**config.mk**
```make
export PLATFORM = sky130hd
export DESIGN_NAME = dispatch_ring
export DESIGN_NICKNAME = d
export VERILOG_FILES = /design/src/design/dispatch_ring_pkg.sv /design/src/design/ring_injector.sv /design/src/design/ring_station.sv /design/src/design/dispatch_ring.sv
export SDC_FILE = /design/constraint.sdc
export NUM_CORES = 1
export LEC_CHECK = 0
export ABC_AREA = 1
export BUFFER_PORTS_ARGS = -buffer_cell sky130_fd_sc_hd__buf_4
export CORE_AREA = 4 4 315 317
export CTS_CLUSTER_DIAMETER = 120
export DETAILED_ROUTE_END_ITERATION = 12
export DIE_AREA = 0 0 319 321
export SYNTH_ARGS = -nofsm -noshare
export SYNTH_HDL_FRONTEND = slang
export SYNTH_SLANG_ARGS = --single-unit
export TNS_END_PERCENT = 100
```
**constraint.sdc**
```tcl
create_clock -name clk -period 7.18 [get_ports clk]
set_input_delay 0.359 -clock clk [delete_from_list [all_inputs] [get_ports clk]]
set_output_delay 0.359 -clock clk [all_outputs]
set_load 0.03 [all_outputs]
```
**src/design/dispatch_ring_pkg.sv**
```systemverilog
`default_nettype none

package dispatch_ring_pkg;

    localparam int XLEN          = 32;
    localparam int PHYS_REG_SIZE = 256;
    localparam int ROB_SIZE      = 256;
    localparam int PREG_W        = $clog2(PHYS_REG_SIZE);
    localparam int ROB_W         = $clog2(ROB_SIZE);

    // one station per functional unit
    localparam int NUM_UNITS     = 5;

    // unit codes as they arrive from decode
    typedef enum logic [2:0] {
        FU_NONE    = 3'd0,
        FU_LOGICAL = 3'd1,
        FU_ARITH   = 3'd2,
        FU_BRANCH  = 3'd3,
        FU_LD_ST   = 3'd4,
        FU_MUL_DIV = 3'd5
    } fu_e;

    // unit served at each ring position, head first
    localparam fu_e RING_ORDER [NUM_UNITS] = '{
        FU_ARITH,
        FU_LOGICAL,
        FU_BRANCH,
        FU_MUL_DIV,
        FU_LD_ST
    };

    // micro-op payload, carried untouched from intake to issue
    typedef struct packed {
        logic [ROB_W-1:0]  rob_entry;
        logic [PREG_W-1:0] rs1_reg;
        logic              rs1_received;
        logic [XLEN-1:0]   rs1_value;
        logic [XLEN-1:0]   pc;
        logic [4:0]        opcode;           // not decoded here
        logic [2:0]        opcode_type;
        logic              additional_info;
        logic [XLEN-1:0]   rs2_value;
        logic              rs2_received;
        logic [PREG_W-1:0] rs2_reg;
    } uop_t;

    // one slot of the ring
    typedef struct packed {
        logic valid;
        fu_e  unit;
        uop_t uop;
    } ring_slot_t;

    // four-phase req/ack sequencing
    //   HS_IDLE     nothing outstanding
    //   HS_REQ      request pending, ack not yet seen
    //   HS_RELEASE  ack given, waiting for the return to zero
    typedef enum logic [1:0] {
        HS_IDLE    = 2'd0,
        HS_REQ     = 2'd1,
        HS_RELEASE = 2'd2
    } hs_state_e;

endpackage

`default_nettype wire

```
**src/design/ring_injector.sv**
```systemverilog
`default_nettype none

module ring_injector (
    input  wire logic                          clk,
    input  wire logic                          rst_n,

    // decode side, four-phase
    input  wire logic                          intake_req,
    input  wire dispatch_ring_pkg::fu_e        intake_unit,
    input  wire dispatch_ring_pkg::uop_t       intake_uop,
    output logic                               intake_ack,
    output logic                               rejected,

    // ring side
    input  wire dispatch_ring_pkg::ring_slot_t wrap_slot,
    output dispatch_ring_pkg::ring_slot_t      head_slot
);

    dispatch_ring_pkg::hs_state_e state;
    logic                         unit_known;
    logic                         accept;

    // any code with a station on the ring is a real unit
    always_comb begin
        unit_known = 1'b0;
        for (int i = 0; i < dispatch_ring_pkg::NUM_UNITS; i++) begin
            if (intake_unit == dispatch_ring_pkg::RING_ORDER[i]) begin
                unit_known = 1'b1;
            end
        end
    end

    // a new micro-op only goes in where a bubble comes round
    assign accept = (state != dispatch_ring_pkg::HS_RELEASE)
                  && intake_req
                  && !wrap_slot.valid;

    always_comb begin
        head_slot = wrap_slot;              // circulating traffic has priority
        if (accept && unit_known) begin
            head_slot.valid = 1'b1;
            head_slot.unit  = intake_unit;
            head_slot.uop   = intake_uop;
        end
    end

    always_ff @(posedge clk) begin
        if (!rst_n) begin
            state    <= dispatch_ring_pkg::HS_IDLE;
            rejected <= 1'b0;
        end else begin
            rejected <= accept && !unit_known;  // acked but dropped
            case (state)
                dispatch_ring_pkg::HS_IDLE,
                dispatch_ring_pkg::HS_REQ: begin
                    if (accept) begin
                        state <= dispatch_ring_pkg::HS_RELEASE;
                    end else if (intake_req) begin
                        state <= dispatch_ring_pkg::HS_REQ;   // ring full, stall
                    end else begin
                        state <= dispatch_ring_pkg::HS_IDLE;
                    end
                end
                dispatch_ring_pkg::HS_RELEASE: begin
                    // ack drops once the requester lets go
                    if (!intake_req) begin
                        state <= dispatch_ring_pkg::HS_IDLE;
                    end
                end
                default: begin
                    state <= dispatch_ring_pkg::HS_IDLE;
                end
            endcase
        end
    end

    assign intake_ack = (state == dispatch_ring_pkg::HS_RELEASE);

endmodule

`default_nettype wire

```
**src/design/ring_station.sv**
```systemverilog
`default_nettype none

module ring_station #(
    parameter dispatch_ring_pkg::fu_e station_unit = dispatch_ring_pkg::FU_ARITH
) (
    input  wire logic                          clk,
    input  wire logic                          rst_n,

    // ring links
    input  wire dispatch_ring_pkg::ring_slot_t slot_in,
    output dispatch_ring_pkg::ring_slot_t      slot_out,

    // four-phase issue port to the functional unit
    output logic                               issue_req,
    input  wire logic                          issue_ack,
    output dispatch_ring_pkg::uop_t            issue_uop
);

    // ring slot register
    logic                         slot_valid;
    dispatch_ring_pkg::fu_e       slot_unit;
    dispatch_ring_pkg::uop_t      slot_uop;

    dispatch_ring_pkg::hs_state_e state;
    logic                         unit_match;
    logic                         take;

    always_ff @(posedge clk) begin
        if (!rst_n) begin
            slot_valid <= 1'b0;
        end else begin
            slot_valid <= slot_in.valid;
        end
    end

    always_ff @(posedge clk) begin
        slot_unit <= slot_in.unit;
        slot_uop  <= slot_in.uop;
    end

    assign unit_match = slot_valid && (slot_unit == station_unit);

    // leave the ring only if the port has finished its last transfer
    assign take = unit_match && (state == dispatch_ring_pkg::HS_IDLE);

    always_comb begin
        slot_out.valid = slot_valid && !take;   // bubble behind an issued uop
        slot_out.unit  = slot_unit;
        slot_out.uop   = slot_uop;
    end

    // issue register loads only while the port is idle
    always_ff @(posedge clk) begin
        if (take) begin
            issue_uop <= slot_uop;
        end
    end

    always_ff @(posedge clk) begin
        if (!rst_n) begin
            state <= dispatch_ring_pkg::HS_IDLE;
        end else begin
            case (state)
                dispatch_ring_pkg::HS_IDLE: begin
                    if (take) begin
                        state <= dispatch_ring_pkg::HS_REQ;
                    end
                end
                dispatch_ring_pkg::HS_REQ: begin
                    // unit has the payload so req drops
                    if (issue_ack) begin
                        state <= dispatch_ring_pkg::HS_RELEASE;
                    end
                end
                dispatch_ring_pkg::HS_RELEASE: begin
                    if (!issue_ack) begin
                        state <= dispatch_ring_pkg::HS_IDLE;
                    end
                end
                default: begin
                    state <= dispatch_ring_pkg::HS_IDLE;
                end
            endcase
        end
    end

    assign issue_req = (state == dispatch_ring_pkg::HS_REQ);

endmodule

`default_nettype wire

```
**src/design/dispatch_ring.sv**
```systemverilog
`default_nettype none

module dispatch_ring (
    input  wire logic                                    clk,
    input  wire logic                                    rst_n,

    // intake from decode
    input  wire logic                                    intake_req,
    input  wire dispatch_ring_pkg::fu_e                  intake_unit,
    input  wire dispatch_ring_pkg::uop_t                 intake_uop,
    output wire logic                                    intake_ack,
    output wire logic                                    rejected,

    // issue ports, indexed by ring position
    output wire logic [dispatch_ring_pkg::NUM_UNITS-1:0] issue_req,
    input  wire logic [dispatch_ring_pkg::NUM_UNITS-1:0] issue_ack,
    output wire dispatch_ring_pkg::uop_t                 issue_uop [dispatch_ring_pkg::NUM_UNITS]
);

    // ring_link[0] is the head, ring_link[k+1] leaves station k,
    // the last one wraps back into the injector
    wire dispatch_ring_pkg::ring_slot_t ring_link [dispatch_ring_pkg::NUM_UNITS+1];

    ring_injector u_injector (
        .clk        (clk),
        .rst_n      (rst_n),
        .intake_req (intake_req),
        .intake_unit(intake_unit),
        .intake_uop (intake_uop),
        .intake_ack (intake_ack),
        .rejected   (rejected),
        .wrap_slot  (ring_link[dispatch_ring_pkg::NUM_UNITS]),
        .head_slot  (ring_link[0])
    );

    // arith, logical, branch, mul_div, ld_st
    for (genvar i = 0; i < dispatch_ring_pkg::NUM_UNITS; i++) begin : g_station
        ring_station #(
            .station_unit(dispatch_ring_pkg::RING_ORDER[i])
        ) u_station (
            .clk      (clk),
            .rst_n    (rst_n),
            .slot_in  (ring_link[i]),
            .slot_out (ring_link[i+1]),
            .issue_req(issue_req[i]),
            .issue_ack(issue_ack[i]),
            .issue_uop(issue_uop[i])
        );
    end

endmodule

`default_nettype wire

```
==> results.json, run 1 <==
{
  "via_per_inst": 4.529,
  "holdCritPathClass": "in2reg",
  "ys_warn_count": 0,
  "gp_congestion": 0.8330,
  "synth_edf_count": 655,
  "core_um2": 96280,
  "fin_nets": 3080,
  "finalCritPeriodShare": 0.5380,
  "avgSynthCellArea_um2": 18.84,
  "crit_arrival_ns": 4.45,
  "path_clk_slew_ns": 0.06,
  "internal_power_mw": 13.08,
  "port_buffers": 803,
  "ys_top_cells_by_count": "688 x dfxtp_1, 655 x edfxtp_1, 286 x nand2_1",
  "power_mw": 16.57,
  "grtUsageTotal": 0.1868,
  "slew_violations": 0,
  "status": "finished, final reports clean",
  "grt_pass1_vias": 21090,
  "grt_pass1_wl_mm": 141.1,
  "synth.area.top_cells": "edfxtp_1 55%, dfxtp_1 38%, nand2_1 3.0%",
  "setup_ws_ns": 3.317,
  "p_switching_mw": 3.490,
  "post-dp-hpwl_mm": 64.61,
  "clk_latency_ns": 0.71,
  "irDropWorstVdd_v": 0.0002099,
  "ant_nets": 0,
  "post_cts_buffers": 0,
  "skew_ns": 0.02213,
  "switching_share": 0.2106,
  "netlist.area_leader.share": 0.5455,
  "ys_seq_area_frac": 0.9274,
  "cts_root_buf": "clkbuf_16",
  "dp_slack_ns": 3.149,
  "final_hold_viol_count": 0,
  "dp.cells": 3944,
  "rows": 114,
  "synth.most_common_cell": "dfxtp_1",
  "avgRoutedWirePerCell_um": 22.77,
  "powerDensity_nw_per_um2": 336.5,
  "clock.fmax_mhz": 258.9,
  "ys_ff_latch": 1343,
  "drc": 0,
  "synth_cell_types": 20,
  "clk_path_buf_depth": 3,
  "wirelength_mm": 98.49,
  "ios": 804,
  "finalCriticalPeriod_ns": 3.863,
  "grt_util_met3": 0.07324,
  "criticalPathCategory": "reg2reg",
  "cts_made_buffers": 131,
  "die_area_um2": 102400,
  "cp.required_ns": 7.76,
  "cts_hold_buf": 137,
  "die_h_um": 321,
  "antenna_found_initial": 4,
  "vias": 19590,
  "cts_tree": "yes",
  "area_growth_pct": 36.55,
  "synth_ff_type": "dfxtp_1",
  "leakage_nw": 19.77,
  "top_usage_layer": "met2",
  "worst_slew_pin_slew_ns": 1.154,
  "start_util": 0.3745,
  "p_comb_frac": 0.029,
  "drive_above_1_share": 0.3379,
  "globalRouteMet1Util": 0.2036,
  "async_flop_share": 0,
  "rsz0062_at_grt": "false",
  "die_w_um": 319,
  "maxCapViolCount": 0,
  "yosysTopAreaCell": "edfxtp_1",
  "setup_viol": 0,
  "slew-limit-headroom": 0.2309,
  "fin_cells": 4326,
  "netlist_area_um2": 36060,
  "syn-num-nets": 2056,
  "cts_resized": 0,
  "pwr-share-seq": 0.563,
  "netlist_instances": 1914,
  "critPathLaunchType": "flip-flop",
  "drt_first_pass_iters": 5,
  "htree_levels": 4,
  "numClockSinks": 1343,
  "drt-initial-drc-count": 1410,
  "finalSetupTns_ns": 0,
  "clkPwrFrac": 0.408,
  "post-route-util": 0.5114,
  "cp_max_fo": 72,
  "overflow": 0,
  "grt_max_degree": 76,
  "cp-end-kind": "flip-flop",
  "globalRouteMet2Util": 0.3294
}
[flip-flops by register name (all words and copies together) (netlist names)]
signal                          cells
g_station.u_station.issue_uop     655
g_station.u_station.slot_out      655
g_station.u_station.slot_unit      15
g_station.u_station.slot_valid      5
g_station.u_station.state          10
u_injector.rejected                 1
u_injector.state                    2
[worst paths after layout]
path	from	endpoint	slack [ns]	depth (start not counted)
worst max-delay path	g_station[4].u_station.state[1]	g_station[0].u_station.slot_out[77]	3.32	7
worst min-delay path	intake_uop[100]	g_station[0].u_station.slot_out[100]	0.12	3
worst max register to register	g_station[4].u_station.state[1]	g_station[0].u_station.slot_out[77]	3.32	7
worst min register to register	g_station[2].u_station.slot_out[84]	g_station[3].u_station.slot_out[84]	0.34	0
[cells in the final DEF (no fill, tap or decap), types with 11 or more instances in the layout]
master	Yosys	layout
a21oi_1	11	11
buf_4	6	818
clkbuf_1	17	33
clkbuf_16	0	136
clkbuf_8	0	14
clkinv_2	0	25
dfxtp_1	688	688
dlygate4sd3_1	0	137
edfxtp_1	655	655
inv_1	31	26
inv_6	0	12
nand2_1	286	285
nand3_1	11	11
nand4_1	138	138
nor2_1	18	18
[power by group through the flow]
stage,clock network (mW),registers [mW],logic (mW)
4_1_cts,6.91,9.33,0.492
6_report,6.76,9.33,0.485
2_1_floorplan,0,9.36,0.177
3_5_place_dp,0,9.48,0.423
5_1_grt,7.27,9.41,0.528
3_3_place_gp,0,9.44,0.415
[through the flow]
stage	instance area (um2)	hold WS, ns
2_1_floorplan	36060	0.3265
3_3_place_gp	43540	0.3283
3_5_place_dp	43540	0.3323
4_1_cts	49240	0.04881
5_1_grt	49240	0.05719
6_report	49240	0.1182
[per-layer routing]
metal	routed length [um]	up-vias	share of wire
li1	-	8867	-
met1	35800	9727	0.36
met2	50450	818	0.51
met3	8863	178	0.090
met4	3364	2	0.034
met5	13	-	0.00013
[kinds of logic after synthesis]
| kind of cell | share of synthesized area |
|---|---|
| and+or+nand+nor | 0.05857 |
| DFF | 0.9274 |
| buffers and inverters | 0.01207 |
| AOI/OAI and AO/OA | 0.001943 |
[worst max-delay path, cell delays in order (launching register included)]
cell and delay, ns:
dfxtp_1 0.34, nor2_1 0.12, nand3_1 0.23, nand2_4 0.73, nand3_4 1.10, buf_4 0.75, nand2_1 0.22, nand2_1 0.06
[cell type report]
cell class / count / area (um2)
diodes: 2 / 5.005
clock buffers: 183 / 3720
clock inverters: 60 / 603.1
fillers: 7864 / 47040
inverters: 33 / 153.9
multi-input cells: 474 / 2208
flip-flops and latches: 1343 / 33440
well taps: 1276 / 1597
repair buffers: 955 / 7512
No activity file was read; power rests on OpenSTA's default activity.
==> run 2, diff against run 1 <==
CORE_AREA = 4 4 311 313   (was 4 4 315 317)
DIE_AREA = 0 0 315 317   (was 0 0 319 321)
clock period = 3.9 ns   (was 7.18 ns; I/O delays follow)
==> results.json, run 2 (synthesized netlist as in run 1, its figures left out) <==
{
  "status": "finished, final reports clean",
  "powerDensity_nw_per_um2": 617.1,
  "grt_pass1_wl_mm": 138.9,
  "crit_slowest_cell": "buf_4",
  "die_h_um": 317,
  "finalSetupTns_ns": 0,
  "crit_chain": "inv_1, nand2_1, nand2_1, inv_4, buf_4, buf_4, nand4_1, nand2_1",
  "drc": 0,
  "overflow": 0,
  "path_clk_slew_ns": 0.06,
  "ios": 804,
  "r2r_setup_slack_ns": 1.71,
  "ant_nets": 0,
  "dp_slack_ns": 1.708,
  "crit_path_frequent_cell": "nand2_1",
  "die_area_um2": 99860,
  "slew-limit-headroom": 0.3728,
  "cp.required_ns": 4.55,
  "drive_above_1_share": 0.3354,
  "rows": 113,
  "finalCritPeriodShare": 0.5616,
  "final_cell_mix": "812 x buf_4, 688 x dfxtp_1, 655 x edfxtp_1",
  "maxCapViolCount": 0,
  "critPathMaxStageDelay_ns": 0.52,
  "finalCriticalPeriod_ns": 2.190,
  "avgRoutedWirePerCell_um": 22.70,
  "final_common_cell": "buf_4",
  "wirelength_mm": 98.24,
  "crit_arrival_ns": 2.84,
  "numClockSinks": 1343,
  "area_growth_pct": 37.15,
  "n_fill_cell": 7551,
  "fin_nets": 3094,
  "cts_made_buffers": 132,
  "gp_congestion": 0.8318,
  "cp_top_family": "buffers and inverters",
  "vias": 19720,
  "setup_viol": 0,
  "cts_resized": 0,
  "cp-end-kind": "flip-flop",
  "slew_violations": 0,
  "skew_ns": 0.02708,
  "holdCritPathClass": "in2reg",
  "grt_pass1_vias": 20750,
  "rsz0062_at_grt": "false",
  "clk_path_buf_depth": 3,
  "htree_levels": 4,
  "cp_max_fo": 40,
  "grt_max_degree": 136,
  "multi_input_area_um2": 2208,
  "drt-initial-drc-count": 1666,
  "post-dp-hpwl_mm": 63.86,
  "worst_slew_pin_slew_ns": 0.9407,
  "drt_first_pass_iters": 5,
  "grtUsageTotal": 0.1902,
  "final_hold_viol_count": 0,
  "cts_tree": "yes",
  "criticalPathCategory": "reg2reg",
  "port_buffers": 803,
  "clk_latency_ns": 0.73,
  "cts_root_buf": "clkbuf_16",
  "irDropWorstVdd_v": 0.0003888,
  "antenna_found_initial": 3,
  "critPathLaunchType": "flip-flop",
  "via_per_inst": 4.557,
  "clock.fmax_mhz": 456.6,
  "register_area_um2": 33440,
  "core_um2": 94300,
  "die_w_um": 315,
  "crit_buf_inv": 4,
  "start_util": 0.3824,
  "power_mw": 30.52,
  "leakage_nw": 19.85,
  "setup_ws_ns": 1.710
}
==> run 2: changes by cell type in the layout (fill, tap and decap cells not counted), sizes merged <==
cell	before	now
buf	818	822
clkinvlp	5	4
bufinv	8	6
diode	2	1
clkbuf	183	187
dlygate4sd3	137	146
==> run 2: final cells by class <==
class / instances / area share
multi-input cells: 474 / 0.04465
well taps: 1265 / 0.03200
diodes: 1 / 0.00005060
repair buffers: 968 / 0.1569
clock inverters: 57 / 0.01252
clock buffers: 187 / 0.07468
flip-flops and latches: 1343 / 0.6762
inverters: 33 / 0.003061
==> run 2: path summary, 6_finish.rpt <==
check | from | endpoint | depth (start not counted)
setup reg to reg | u_injector.state[0] | g_station[0].u_station.slot_out[27] | 8
hold reg to reg | g_station[3].u_station.slot_out[114] | g_station[4].u_station.slot_out[114] | 0
hold / removal | intake_uop[33] | g_station[0].u_station.slot_out[33] | 4
setup / recovery | u_injector.state[0] | g_station[0].u_station.slot_out[27] | 8
==> run 2: through the flow <==
| stage | util | hold WS [ns] | cells | area [um2] |
|---|---|---|---|---|
| detailed placement | 0.4632 | 0.3323 | 3937 | 43680 |
| finish | 0.5244 | 0.2676 | 4328 | 49460 |
| CTS | 0.5244 | 0.1784 | 4327 | 49450 |
| global route | 0.5244 | 0.2276 | 4328 | 49460 |
| global placement | 0.4632 | 0.3281 | 3937 | 43680 |
| floorplan | - | 0.3265 | 1914 | 36060 |
==> run 2: power breakdown <==
group | total [mW] | internal (mW) | leakage (nW) | switching [mW]
clock network | 12.4 | 7.12 | 2.10 | 5.32
registers | 17.2 | 16.5 | 11.7 | 0.718
logic | 0.911 | 0.376 | 6.03 | 0.535
total | 30.5 | 23.9 | 19.8 | 6.57
==> run 2: layer usage <==
layer  GRT usage  wire, um  vias up
met5           0        22        -
met4     0.07556      3331        4
met3     0.06282      8556      175
met2      0.3340     50310      885
met1      0.2146     36030     9757
li1            -         -     8900
==> run 2: repair_timing <==
action,CTS,global route
hold endpoints to repair,152,0
hold buffers,146,0
setup buffers,0,0
==> run 2: worst reg2reg max path, delay by kind of cell, from the launching register on <==
| kind | cells | cell delay (ns) |
|---|---|---|
| and+or+nand+nor | 4 | 0.55 |
| buffers and inverters | 4 | 1.27 |
| DFF | 1 | 0.32 |
